File: config.mk
export PLATFORM = sky130hd
export DESIGN_NAME = fxp_math_unit
export DESIGN_NICKNAME = d
export VERILOG_FILES = /design/src/verilog/fxp_format_pkg.sv /design/src/verilog/fxp_op_pkg.sv /design/src/verilog/fxp_div.sv /design/src/verilog/fxp_mul.sv /design/src/verilog/fxp_math_unit.sv
export SDC_FILE = /design/constraint.sdc
export NUM_CORES = 1
export LEC_CHECK = 0
export BUFFER_PORTS_ARGS = -buffer_cell sky130_fd_sc_hd__buf_4
export CORE_MARGIN = 3
export CORE_UTILIZATION = 65
export DETAILED_ROUTE_END_ITERATION = 10
export PLACE_DENSITY = 0.87
export SYNTH_ARGS = -nofsm -noshare
export SYNTH_HDL_FRONTEND = slang
export SYNTH_SLANG_ARGS = --single-unit
File: constraint.sdc
create_clock -name clk_in -period 12.2 [get_ports clk_in]
set_input_delay 2.44 -clock clk_in [delete_from_list [all_inputs] [get_ports clk_in]]
set_output_delay 2.44 -clock clk_in [all_outputs]
set_load 0.02 [all_outputs]
File: src/verilog/fxp_format_pkg.sv
`default_nettype none

package fxp_format_pkg;

  // Q format shared by operands and result
  localparam int WIDTH = 16;
  localparam int FRAC_BITS = 14;

  // sign bit stripped
  localparam int MAG_WIDTH = WIDTH - 1;

  // divider always runs at least one fractional step
  localparam int FRAC_STEPS = (FRAC_BITS == 0) ? 1 : FRAC_BITS;
  localparam int DIV_ITERS = MAG_WIDTH + FRAC_STEPS;

  // leading quotient bits that must stay zero for the result to fit
  localparam int DIV_OVF_STEPS = DIV_ITERS - MAG_WIDTH;
  localparam int DIV_CNT_WIDTH = $clog2(DIV_ITERS);

  // full product and its width once the fraction is dropped
  localparam int PROD_WIDTH = 2 * WIDTH;
  localparam int TRUNC_WIDTH = PROD_WIDTH - FRAC_BITS;

  // no positive counterpart, so the divider refuses it
  localparam logic [WIDTH-1:0] MOST_NEG = {1'b1, {MAG_WIDTH{1'b0}}};

endpackage

`default_nettype wire

File: src/verilog/fxp_op_pkg.sv
`default_nettype none

package fxp_op_pkg;

  // op_in encoding
  localparam logic OP_MUL = 1'b0;
  localparam logic OP_DIV = 1'b1;

  // status word layout
  localparam int STATUS_WIDTH = 2;
  localparam int FLAG_ZERODIV = 0;   // divisor was zero
  localparam int FLAG_OVERFLOW = 1;  // result out of range, forced to 0

endpackage

`default_nettype wire

File: src/verilog/fxp_div.sv
`timescale 1ns/100ps
`default_nettype none

module fxp_div (
  input  wire                                    clk_in,
  input  wire                                    rst_in,
  input  wire                                    start,
  input  wire signed [fxp_format_pkg::WIDTH-1:0] a,
  input  wire signed [fxp_format_pkg::WIDTH-1:0] b,
  output logic                                   done,
  output logic                                   busy,
  output logic                                   valid,
  output logic                                   zerodiv,
  output logic                                   overflow,
  output logic signed [fxp_format_pkg::WIDTH-1:0] q
);
  import fxp_format_pkg::*;

  logic [MAG_WIDTH-1:0]     a_abs;
  logic [MAG_WIDTH-1:0]     b_abs;
  logic [MAG_WIDTH-1:0]     a_mag;
  logic [MAG_WIDTH-1:0]     b_mag;
  logic                     neg;       // result sign
  logic [MAG_WIDTH-1:0]     rem;
  logic [MAG_WIDTH-1:0]     rem_next;
  logic [DIV_ITERS-1:0]     qsh;       // dividend bits out, quotient bits in
  logic [DIV_ITERS-1:0]     qsh_next;
  logic [MAG_WIDTH:0]       trial;
  logic [MAG_WIDTH:0]       diff;
  logic                     step_bit;
  logic [DIV_CNT_WIDTH-1:0] cnt;

  enum logic [2:0] {
    st_idle,
    st_init,
    st_calc,
    st_round,
    st_sign
  } state;

  // operand magnitudes, most negative code is caught before use
  always_comb begin
    a_abs = a[WIDTH-1] ? MAG_WIDTH'(-a) : a[MAG_WIDTH-1:0];
    b_abs = b[WIDTH-1] ? MAG_WIDTH'(-b) : b[MAG_WIDTH-1:0];
  end

  // one restoring step
  // in st_round the bit shifted in is the first quotient bit, known to be 0,
  // so the same step yields the rounding bit and the sticky remainder
  always_comb begin
    trial    = {rem, qsh[DIV_ITERS-1]};
    diff     = trial - {1'b0, b_mag};
    step_bit = (trial >= {1'b0, b_mag});
    rem_next = step_bit ? diff[MAG_WIDTH-1:0] : trial[MAG_WIDTH-1:0];
    qsh_next = {qsh[DIV_ITERS-2:0], step_bit};
  end

  always_ff @(posedge clk_in) begin
    if (rst_in) begin
      state    <= st_idle;
      done     <= 1'b0;
      busy     <= 1'b0;
      valid    <= 1'b0;
      zerodiv  <= 1'b0;
      overflow <= 1'b0;
    end else begin
      done <= 1'b0;  // single cycle pulse
      case (state)
        st_idle: begin
          if (start) begin
            valid <= 1'b0;
            if (b == '0) begin
              zerodiv  <= 1'b1;
              overflow <= 1'b0;
              done     <= 1'b1;
              q        <= '0;
            end else if (a == MOST_NEG || b == MOST_NEG) begin
              zerodiv  <= 1'b0;
              overflow <= 1'b1;
              done     <= 1'b1;
              q        <= '0;
            end else begin
              zerodiv  <= 1'b0;
              overflow <= 1'b0;
              busy     <= 1'b1;
              a_mag    <= a_abs;
              b_mag    <= b_abs;
              neg      <= a[WIDTH-1] ^ b[WIDTH-1];
              state    <= st_init;
            end
          end
        end

        st_init: begin
          // dividend scaled by 2^FRAC_BITS
          rem   <= '0;
          qsh   <= DIV_ITERS'(a_mag) << FRAC_BITS;
          cnt   <= '0;
          state <= st_calc;
        end

        st_calc: begin
          if (step_bit && cnt < DIV_OVF_STEPS) begin
            // integer bit beyond the format, stop here
            overflow <= 1'b1;
            done     <= 1'b1;
            busy     <= 1'b0;
            q        <= '0;
            state    <= st_idle;
          end else begin
            rem <= rem_next;
            qsh <= qsh_next;
            cnt <= cnt + 1'b1;
            if (cnt == DIV_CNT_WIDTH'(DIV_ITERS - 1)) begin
              state <= st_round;
            end
          end
        end

        st_round: begin
          // half to even, ties go up only from an odd lsb
          if (step_bit && (rem_next != '0 || qsh[0])) begin
            qsh[MAG_WIDTH:0] <= qsh[MAG_WIDTH:0] + 1'b1;
          end
          state <= st_sign;
        end

        st_sign: begin
          done  <= 1'b1;
          busy  <= 1'b0;
          state <= st_idle;
          if (qsh[MAG_WIDTH]) begin  // rounding carried out of range
            overflow <= 1'b1;
            q        <= '0;
          end else begin
            valid <= 1'b1;
            q     <= neg ? -$signed({1'b0, qsh[MAG_WIDTH-1:0]})
                         : $signed({1'b0, qsh[MAG_WIDTH-1:0]});
          end
        end

        default: state <= st_idle;
      endcase
    end
  end

endmodule

`default_nettype wire

File: src/verilog/fxp_mul.sv
`timescale 1ns/100ps
`default_nettype none

module fxp_mul (
  input  wire                                    clk_in,
  input  wire                                    rst_in,
  input  wire                                    start,
  input  wire signed [fxp_format_pkg::WIDTH-1:0] a,
  input  wire signed [fxp_format_pkg::WIDTH-1:0] b,
  output logic                                   done,
  output logic                                   overflow,
  output logic signed [fxp_format_pkg::WIDTH-1:0] p
);
  import fxp_format_pkg::*;

  // stage one
  logic signed [PROD_WIDTH-1:0]  prod;
  logic                          prod_valid;

  // stage two, combinational part
  logic signed [TRUNC_WIDTH-1:0] trunc;
  logic [FRAC_BITS-1:0]          frac;
  logic [FRAC_BITS-1:0]          frac_low;
  logic                          round_bit;
  logic                          sticky;
  logic                          round_up;
  logic signed [TRUNC_WIDTH-1:0] rounded;
  logic [TRUNC_WIDTH-WIDTH:0]    upper;
  logic                          fits;

  always_ff @(posedge clk_in) begin
    if (rst_in) begin
      prod_valid <= 1'b0;
    end else begin
      prod_valid <= start;
    end
  end

  // full product, no reset on payload
  always_ff @(posedge clk_in) begin
    if (start) begin
      prod <= a * b;
    end
  end

  // trunc is the floor of the scaled value, frac what lies below it
  always_comb begin
    trunc     = prod[PROD_WIDTH-1:FRAC_BITS];
    frac      = prod[FRAC_BITS-1:0];
    round_bit = frac[FRAC_BITS-1];
    frac_low  = frac << 1;
    sticky    = |frac_low;
    round_up  = round_bit && (sticky || trunc[0]);  // half to even
    rounded   = trunc + TRUNC_WIDTH'(round_up);
  end

  // discarded high bits must all repeat the result sign
  always_comb begin
    upper = rounded[TRUNC_WIDTH-1:WIDTH-1];
    fits  = (&upper) | ~(|upper);
  end

  always_ff @(posedge clk_in) begin
    if (rst_in) begin
      done <= 1'b0;
    end else begin
      done <= prod_valid;
    end
  end

  always_ff @(posedge clk_in) begin
    if (prod_valid) begin
      overflow <= ~fits;
      p        <= fits ? rounded[WIDTH-1:0] : '0;
    end
  end

endmodule

`default_nettype wire

File: src/verilog/fxp_math_unit.sv
`timescale 1ns/100ps
`default_nettype none

module fxp_math_unit (
  input  wire                                      clk_in,
  input  wire                                      rst_in,
  input  wire                                      valid_in,
  input  wire                                      op_in,
  input  wire signed [fxp_format_pkg::WIDTH-1:0]   a_in,
  input  wire signed [fxp_format_pkg::WIDTH-1:0]   b_in,
  output logic                                     busy,
  output logic                                     done,
  output logic signed [fxp_format_pkg::WIDTH-1:0]  result,
  output logic [fxp_op_pkg::STATUS_WIDTH-1:0]      status,
  output logic                                     ok
);
  import fxp_format_pkg::*;
  import fxp_op_pkg::*;

  logic                    accept;
  logic                    mul_start;
  logic                    div_start;
  logic                    mul_hold;
  logic [1:0]              mul_cnt;  // multiplies in flight, at most 2

  logic                    div_done;
  logic                    div_busy;
  logic                    div_valid;
  logic                    div_zerodiv;
  logic                    div_overflow;
  logic signed [WIDTH-1:0] div_q;

  logic                    mul_done;
  logic                    mul_overflow;
  logic signed [WIDTH-1:0] mul_p;

  // a divide waits until the multiplier drains so the dones never collide
  assign mul_hold  = (mul_cnt != 2'd0) && valid_in && (op_in == OP_DIV);
  assign busy      = div_busy | div_done | mul_hold;
  assign accept    = valid_in & ~busy;
  assign mul_start = accept && (op_in == OP_MUL);
  assign div_start = accept && (op_in == OP_DIV);

  always_ff @(posedge clk_in) begin
    if (rst_in) begin
      mul_cnt <= 2'd0;
    end else begin
      case ({mul_start, mul_done})
        2'b10:   mul_cnt <= mul_cnt + 2'd1;
        2'b01:   mul_cnt <= mul_cnt - 2'd1;
        default: mul_cnt <= mul_cnt;  // none or both
      endcase
    end
  end

  fxp_div u_div (
    .clk_in   (clk_in),
    .rst_in   (rst_in),
    .start    (div_start),
    .a        (a_in),
    .b        (b_in),
    .done     (div_done),
    .busy     (div_busy),
    .valid    (div_valid),
    .zerodiv  (div_zerodiv),
    .overflow (div_overflow),
    .q        (div_q)
  );

  fxp_mul u_mul (
    .clk_in   (clk_in),
    .rst_in   (rst_in),
    .start    (mul_start),
    .a        (a_in),
    .b        (b_in),
    .done     (mul_done),
    .overflow (mul_overflow),
    .p        (mul_p)
  );

  // result merge, only one engine can finish per cycle
  always_ff @(posedge clk_in) begin
    if (rst_in) begin
      done   <= 1'b0;
      result <= '0;
      status <= '0;
      ok     <= 1'b0;
    end else begin
      done <= mul_done | div_done;
      if (mul_done) begin
        result                <= mul_p;
        status[FLAG_ZERODIV]  <= 1'b0;
        status[FLAG_OVERFLOW] <= mul_overflow;
        ok                    <= ~mul_overflow;
      end else if (div_done) begin
        result                <= div_q;
        status[FLAG_ZERODIV]  <= div_zerodiv;
        status[FLAG_OVERFLOW] <= div_overflow;
        ok                    <= div_valid;
      end
    end
  end

endmodule

`default_nettype wire

# Word level (Yosys, flattened, before mapping)
# Cells that the tools add are included.
# totals
reg_bits,177
latch_bits,0
ramBits,0
rom_bits,0
in_bits,36
output_inout_bits,21
wordCells,153
n_memories,0
# op_classes
add_sub_neg,9
mul,1
div,0
order_cmp,2
n_eq_ne,19
shift,0
muxes,50
n_bitwise,14
n_reduce_logical,33
# op_table
op,count
16-bit two-way mux,9
16-bit case mux with 3 select lines,2
15-bit two-way mux,4
"16-bit equality test, second input constant",2
16-bit by 16-bit multiplier with 32-bit output,1
15-bit negation,2
15-bit case mux with 2 select lines,1
29-bit two-way mux,1
13-bit case mux with 2 select lines,1
18-bit by 1-bit adder with 18-bit output,1
1-bit two-way mux,17
"16-bit by 1-bit adder with 16-bit output, second input constant",1
16-bit by 15-bit >= comparator with 1-bit output,1
16-bit logical NOT,1
15-bit negation with 16-bit output,1
3-bit two-way mux,5
5-bit AND reduction,3
15-bit nonzero test,1
15-bit subtractor,1
13-bit OR reduction,1
3-bit case mux with 4 select lines,1
4-bit AND reduction,3
"2-bit inequality test, second input constant",5
5-bit case mux with 2 select lines,1
other kinds (30),62

# Depth between registers and ports, before layout
# Gate-level depths: netlist (run 1).
# logic_depth
word_depth,9
depth_mapped,23
ltp_nobuf,21

# Cells and area by module
# From an unflattened synthesis (run 1), not the netlist that was laid out.
# hier_totals
cells_unflattened,1956
hier_area_um2,19163.4
# modules_own_cells
module,n_inst,cells_per_inst,area_each_um2,seq_area_each_um2
fxp_mul,1,1235,11927.7,1511.4
fxp_div,1,621,6207.2,3042.9
fxp_math_unit,1,100,1028.5,440.4

# Least setup slack after synthesis (run 1)
# No wires, ideal clock.
# synth_timing
path_type,input-to-reg
startpoint,input a_in[15] in the netlist's numbering
endpoint,"register u_mul.prod[30], data pin"
setup_time_ns,0.272
t_arrival_ns,8.160
setup_slack_ns,3.768
cell_stages,19
n_path_buf,2
cell_sequence,clkbuf_1 > buf_1 > nand2_1 > inv_1 > fa_1 > fa_1 > fa_1 > fa_1 > fa_1 > inv_1 > fa_1 > inv_1 > ha_1 > or3_1 > o211ai_1 > o21a_1 > nand3_1 > a31oi_1 > o211ai_1
# synth_via
elab_chain_len,1
# synth_rtl
item,line,source
"start, declared",fxp_math_unit.sv:9,"input wire signed [fxp_format_pkg::WIDTH-1:0] a_in,"
16-bit by 16-bit multiplier with 32-bit output,fxp_mul.sv:42,prod <= a * b;
"end signal, assigned",fxp_mul.sv:42,
"end, declared",fxp_mul.sv:17,logic signed [PROD_WIDTH-1:0] prod;
# No other way between the ends.
# A chain may end at the register's enable or synchronous reset.

# Worst setup path in the final report (run 1)
# Same ends and word-level chain as after synthesis.

==> run summary, run 1 <==
Yosys cell types -> 68
clock sinks -> 177
CTS H-tree lvls -> 4
HP Start -> u_div.valid$_SDFFE_PP0P_
DP Cell Count -> 2360
setup bufs post-CTS -> 0
RR Endpoint -> u_div.qsh[10]$_DFFE_PP_
Tightest Pin Transition -> 1.22 ns
I/O pin count -> 57
crit path capture type -> flop
die extent in y -> 178 um
Die X -> 178 um
Max-Cap Viols -> 0
TritonCTS clock tree -> done
Worst EP arrival -> 8.47 ns
CTS buffer count -> 17
pin count of the biggest net entering global routing -> 48
Peak Freq -> 121 MHz
Final Hold Vio Count -> 0
routed len/inst -> 19.6 um
pre-CTS setup slack -> 3.47 ns
Slew Limit Fails -> 0
syn nets -> 2425
HP Class -> flop to flop
Worst Hold Depth -> 2
# rows -> 62
outcome -> finished clean
DRT iter0 DRCs -> 1391
number of remaining DRC errors -> 0
vias per cell -> 6.07
Crit Path Class -> input pin to flop
r2r worst-path depth -> 10
Nets -> 2400
clock latency on the worst-skew pair -> 0.44 ns
Warnings, synthesis -> 0
setup total negative slack -> 0 ns
# setup viols final -> 0
fin crit period -> 8.30 ns
hold_buf cts -> 0
ratio of cells with drive above 1 in the final layout -> 5.58%
Seq cells post-synth -> 177
vias in the first global route -> 15600
initial antenna violation count -> 1
required time of the critical path -> 12.37 ns
IO buf count -> 56
Synth Cell Area -> 19300 um2
Synth Area per Inst -> 9.55 um2
clock skew -> 0.0214 ns
top-count cell post-synth -> inv_1
Hold Path Sink -> u_div.valid$_SDFFE_PP0P_
CP Launch Type -> input pin
final non-filler cell total -> 2392
antenna violation net count after detailed routing -> 0
RePlAce Congestion -> 0.945
total die area -> 31800 um2
clock buffer depth -> 2
Max Fanout on Critical Path -> 32
reg2reg start -> u_div.qsh[28]$_DFFE_PP_
global route overflow -> 0
area delta synth->final -> 5.98%
GRT Overall Usage -> 31.0%
setup slack, reg-to-reg -> 7.69 ns
1st-pass router iterations -> 6
fraction of synthesis flops using an asynchronous set or reset pin -> 0%
Synth Instances -> 2020
Synth top area share -> 27.3%
Vias -> 14500
slew margin rel. -> 18.5%
Initial Utilization -> 66.5%
ANT cells -> 0
Post-synth top cells -> inv_1, fa_1, nand2_1
Setup WS post-layout -> 3.90 ns
clock root buffer -> clkbuf_16
DP HPWL -> 35200 um
Primary FF master, synth -> edfxtp_1
final WL -> 46800 um
# resized after CTS -> 0
Synth area leaders -> fa_1, edfxtp_1, ha_1
clk slew on worst S/H paths -> 0.08 ns
first-pass GRT wire length -> 76800 um
sequential share of the synthesized area -> 25.9%
period utilisation layout -> 68.0%
RSZ-0062 raised after global routing -> false
EDFF count, synth -> 145
core footprint -> 29000 um2
post-synth top area cell -> fa_1
layout by cell type (no fill, tap or decap), drive strengths merged, types with 56 or more instances in the layout:
master,count
nor2,150
fa,263
nand2,209
ha,106
inv,353
and2,134
buf,62
edfxtp,145
xnor2,65
a21oi,56
critical path: stages:
cell and delay (ns):
buf_4 0.30, nand2_1 0.16, inv_1 0.14, fa_1 0.55, fa_1 0.96, fa_1 0.54
fa_1 0.51, fa_1 0.55, inv_1 0.06, fa_1 0.53, inv_1 0.04, ha_1 0.38
or3_1 0.40, o211ai_1 0.09, o21a_1 0.19, nand3_1 0.17, a31oi_1 0.31, o211ai_1 0.14
sequential cells by signal, summed over array words and instances (netlist names), 2 cells and up:
register / cells
mul_cnt: 2
u_div.cnt: 5
u_div.q: 16
result: 16
u_div.rem: 15
u_div.state: 3
u_div.a_mag: 15
u_mul.prod: 32
u_div.b_mag: 15
status: 2
u_div.qsh: 29
u_mul.p: 16
metal layers:
| layer | global-route usage (%) | part of all wire (%) | vias to the layer above |
|---|---|---|---|
| met5 | 0 | 0 | - |
| met4 | 13.4 | 4.4 | 0 |
| met3 | 4.64 | 7.7 | 171 |
| met2 | 54.9 | 51 | 729 |
| met1 | 37.6 | 37 | 7167 |
| li1 | - | - | 6448 |
how the worst max path moves through the flow:
stage	startpoint	to	slack, ns	depth (start not counted)
2_1_floorplan	a_in[15]	u_mul.prod[30]$_DFFE_PP_	3.77	19
3_3_place_gp	a_in[15]	u_mul.prod[30]$_DFFE_PP_	3.69	18
3_5_place_dp	a_in[15]	u_mul.prod[30]$_DFFE_PP_	3.47	18
4_1_cts	a_in[15]	u_mul.prod[30]$_DFFE_PP_	3.92	18
5_1_grt	a_in[15]	u_mul.prod[30]$_DFFE_PP_	3.58	18
6_report	a_in[15]	u_mul.prod[30]$_DFFE_PP_	3.90	18
logic make-up (layout without fill, tap and decap cells):
family,after synthesis,after routing,synth area share [%]
simple gates,658,658,16.6
xor+xnor,99,99,4.49
compound gates,228,228,7.96
buf+inv,451,439,8.87
flops,177,177,25.9
fa+ha+maj,369,369,34.2
mux,38,38,2.00
layout make-up:
| type | count | area, um2 |
|---|---|---|
| timing repair buffer | 62 | 465 |
| fill | 2087 | 8570 |
| inverter | 345 | 1290 |
| clock inverter | 12 | 133 |
| clock buffer | 20 | 468 |
| tap | 384 | 480 |
| sequential | 177 | 4990 |
| multi-input combinational | 1392 | 12600 |
stage by stage:
step                area, um2  hold slack (ns)  utilization (%)
floorplan               19300            0.437                -
global placement        19800            0.449             68.4
detailed placement      19800            0.465             68.4
CTS                     20400            0.481             70.5
global route            20400            0.500             70.5
finish                  20400            0.473             70.5
Power of run 1 is left out: the tool's default activity adds up to more than one toggle a clock period on the data nets, which glitch-free logic cannot reach.
==> inputs of run 2 (changes only) <==
ABC_AREA = 1   (was default)
clock period = 8.7 ns   (was 12.2 ns; I/O delays follow)
==> run summary, run 2 <==
outcome -> finished clean
pre-CTS setup slack -> 0.881 ns (-2.59 ns)
Post-synth top cells -> inv_1, nand2_1, fa_1
setup slack, reg-to-reg -> 4.15 ns (-3.54 ns)
Yosys cell types -> 55 (-19%)
clock sinks -> 177 (unchanged)
EDFF count, synth -> 145 (unchanged)
fraction of synthesis flops using an asynchronous set or reset pin -> 0% (unchanged)
antenna violation net count after detailed routing -> 0 (unchanged)
Warnings, synthesis -> 0 (unchanged)
DP HPWL -> 38800 um (+10%)
Final Hold Vio Count -> 0 (unchanged)
RePlAce Congestion -> 0.973 (+3.0%)
setup bufs post-CTS -> 0 (unchanged)
CTS H-tree lvls -> 4 (unchanged)
vias per cell -> 5.65 (-6.8%)
Crit Path Class -> input pin to flop
Synth area leaders -> fa_1, edfxtp_1, inv_1
fillcell total -> 2207 (+5.7%)
clock skew -> 0.0138 ns (-0.00758 ns)
Max-Cap Viols -> 0 (unchanged)
Primary FF master, synth -> edfxtp_1
CTS buffer count -> 17 (unchanged)
die extent in y -> 180 um (+1.1%)
Seq cells post-synth -> 177 (unchanged)
core footprint -> 29800 um2 (+2.7%)
Slew Limit Fails -> 0 (unchanged)
clock buffer depth -> 2 (unchanged)
# rows -> 63 (+1.6%)
Placed Area -> 20400 um2 (+2.6%)
Max Fanout on Critical Path -> 18 (-44%)
Hold Path Sink -> mul_cnt[1]$_SDFFE_PP0P_
syn nets -> 2798 (+15%)
Synth Cell Area -> 19700 um2 (+2.3%)
clk slew on worst S/H paths -> 0.07 ns (about the same)
Worst Hold Depth -> 1 (-1)
required time of the critical path -> 8.90 ns (-3.47 ns)
clock latency on the worst-skew pair -> 0.45 ns (about the same)
TritonCTS clock tree -> done
1st-pass router iterations -> 6 (unchanged)
first-pass GRT wire length -> 84200 um (+9.6%)
Peak Freq -> 134 MHz
initial antenna violation count -> 1 (unchanged)
sequential share of the synthesized area -> 25.3% (-0.57 points)
reg2reg start -> u_div.b_mag[13]$_DFFE_PP_
post-synth top area cell -> fa_1
RSZ-0062 raised after global routing -> false
Setup WS post-layout -> 1.26 ns (-2.64 ns)
routed len/inst -> 18.0 um (-8.0%)
setup total negative slack -> 0 ns (unchanged)
area of the multi-input gates -> 12100 um2 (-4.1%)
I/O pin count -> 57 (unchanged)
fin crit period -> 7.44 ns
HP Class -> flop to flop
top-count cell post-synth -> inv_1
HP Start -> mul_cnt[1]$_SDFFE_PP0P_
area delta synth->final -> 6.26%
clock root buffer -> clkbuf_16
Worst EP arrival -> 7.64 ns (-0.83 ns)
Nets -> 2793 (+16%)
IO buf count -> 56 (unchanged)
Top reg by flops -> u_mul.prod
Initial Utilization -> 66.2% (-0.28 points)
RR Endpoint -> u_div.rem[11]$_SDFFCE_PN0P_
Tightest Pin Transition -> 1.25 ns (+0.0318 ns)
ratio of cells with drive above 1 in the final layout -> 5.58% (about the same)
final WL -> 50300 um (+7.4%)
pin count of the biggest net entering global routing -> 49 (+2.1%)
DRT iter0 DRCs -> 1645 (+18%)
global route overflow -> 0 (unchanged)
period utilisation layout -> 85.5%
slew margin rel. -> 16.6% (-1.9 points)
Synth Instances -> 2393 (+18%)
# setup viols final -> 0 (unchanged)
total die area -> 32500 um2 (+2.2%)
r2r worst-path depth -> 13 (+3)
Synth top area share -> 26.7% (-0.61 points)
max FFs per register -> 32 (unchanged)
GRT Overall Usage -> 32.3% (+1.3 points)
CP Launch Type -> input pin
hold_buf cts -> 0 (unchanged)
Synth Area per Inst -> 8.25 um2 (-14%)
commonest non-fill, non-tap cell in the layout -> inv_1
# resized after CTS -> 0 (unchanged)
Largest regs -> u_mul.prod: 32 flops, u_div.qsh: 29 flops
Vias -> 15800 (+8.7%)
Die X -> 180 um (+1.1%)
commonest non-fill, non-tap cells in the layout -> inv_1, nand2_1, fa_1
number of remaining DRC errors -> 0 (unchanged)
Reg area -> 4990 um2 (unchanged)
final instance area -> 21000 um2 (+2.5%)
crit path capture type -> flop
ANT cells -> 0 (unchanged)
vias in the first global route -> 17200 (+10%)
==> run 2: changes by cell type after synthesis, moves of 26 or more <==
cell	delta
a21oi_1	+34
nand3_1	+33
nand2_1	+373
clkbuf_1	-26
mux2i_1	-33
xnor2_1	-38
and2_1	-134
inv_1	+265
==> run 2: how the worst max path moves through the flow <==
stage	startpoint	endpoint	cells past startpoint
6_report	b_in[15]	u_mul.prod[26]$_DFFE_PP_	21
5_1_grt	a_in[15]	u_mul.prod[29]$_DFFE_PP_	23
4_1_cts	a_in[15]	u_mul.prod[29]$_DFFE_PP_	23
3_5_place_dp	a_in[15]	u_mul.prod[29]$_DFFE_PP_	23
3_3_place_gp	a_in[15]	u_mul.prod[29]$_DFFE_PP_	23
2_1_floorplan	a_in[15]	u_mul.prod[29]$_DFFE_PP_	24
==> run 2: per-stage QoR <==
step,util [%],cells,hold slack [ns]
global route,70.4,2791,0.494
global placement,68.3,2759,0.443
detailed placement,68.3,2759,0.465
finish,70.4,2791,0.480
CTS,70.4,2791,0.474
floorplan,-,2393,0.424
==> run 2: critical path: stages <==
cell,delay (ns)
buf_4,0.18
inv_1,0.60
nor2_1,0.14
fa_1,0.54
fa_1,0.52
fa_1,0.52
fa_1,0.51
fa_1,0.55
inv_1,0.06
fa_1,0.54
inv_1,0.05
ha_1,0.36
nand2_1,0.09
inv_1,0.09
nand3_1,0.09
nor3_1,0.35
nand4_1,0.16
nand3_1,0.16
a21o_1,0.17
a21oi_1,0.08
xnor2_1,0.12
==> run 2: cell type report <==
cell class / count / share of cell area, %
multi-input cells: 1513 / 57.7
flip-flops and latches: 177 / 23.8
inverters: 617 / 11.0
well taps: 390 / 2.33
clock inverters: 15 / 0.877
repair buffers: 62 / 2.22
clock buffers: 17 / 2.03
==> run 2: cell families after synthesis <==
logic type | share of synthesized area [%]
compound gates | 5.74
xor+xnor | 3.86
fa+ha+maj | 33.4
buf+inv | 13.5
flops | 25.3
simple gates | 18.2
==> run 2: routing by layer <==
metal / GRT usage [%] / up-vias / part of all wire (%)
li1: - / 7186 / -
met3: 5.13 / 191 / 7.9
met2: 56.5 / 752 / 50
met5: 0 / - / 0.022
met4: 13.9 / 2 / 4.9
met1: 39.9 / 7649 / 37
Power of run 2 is left out for the same reason.
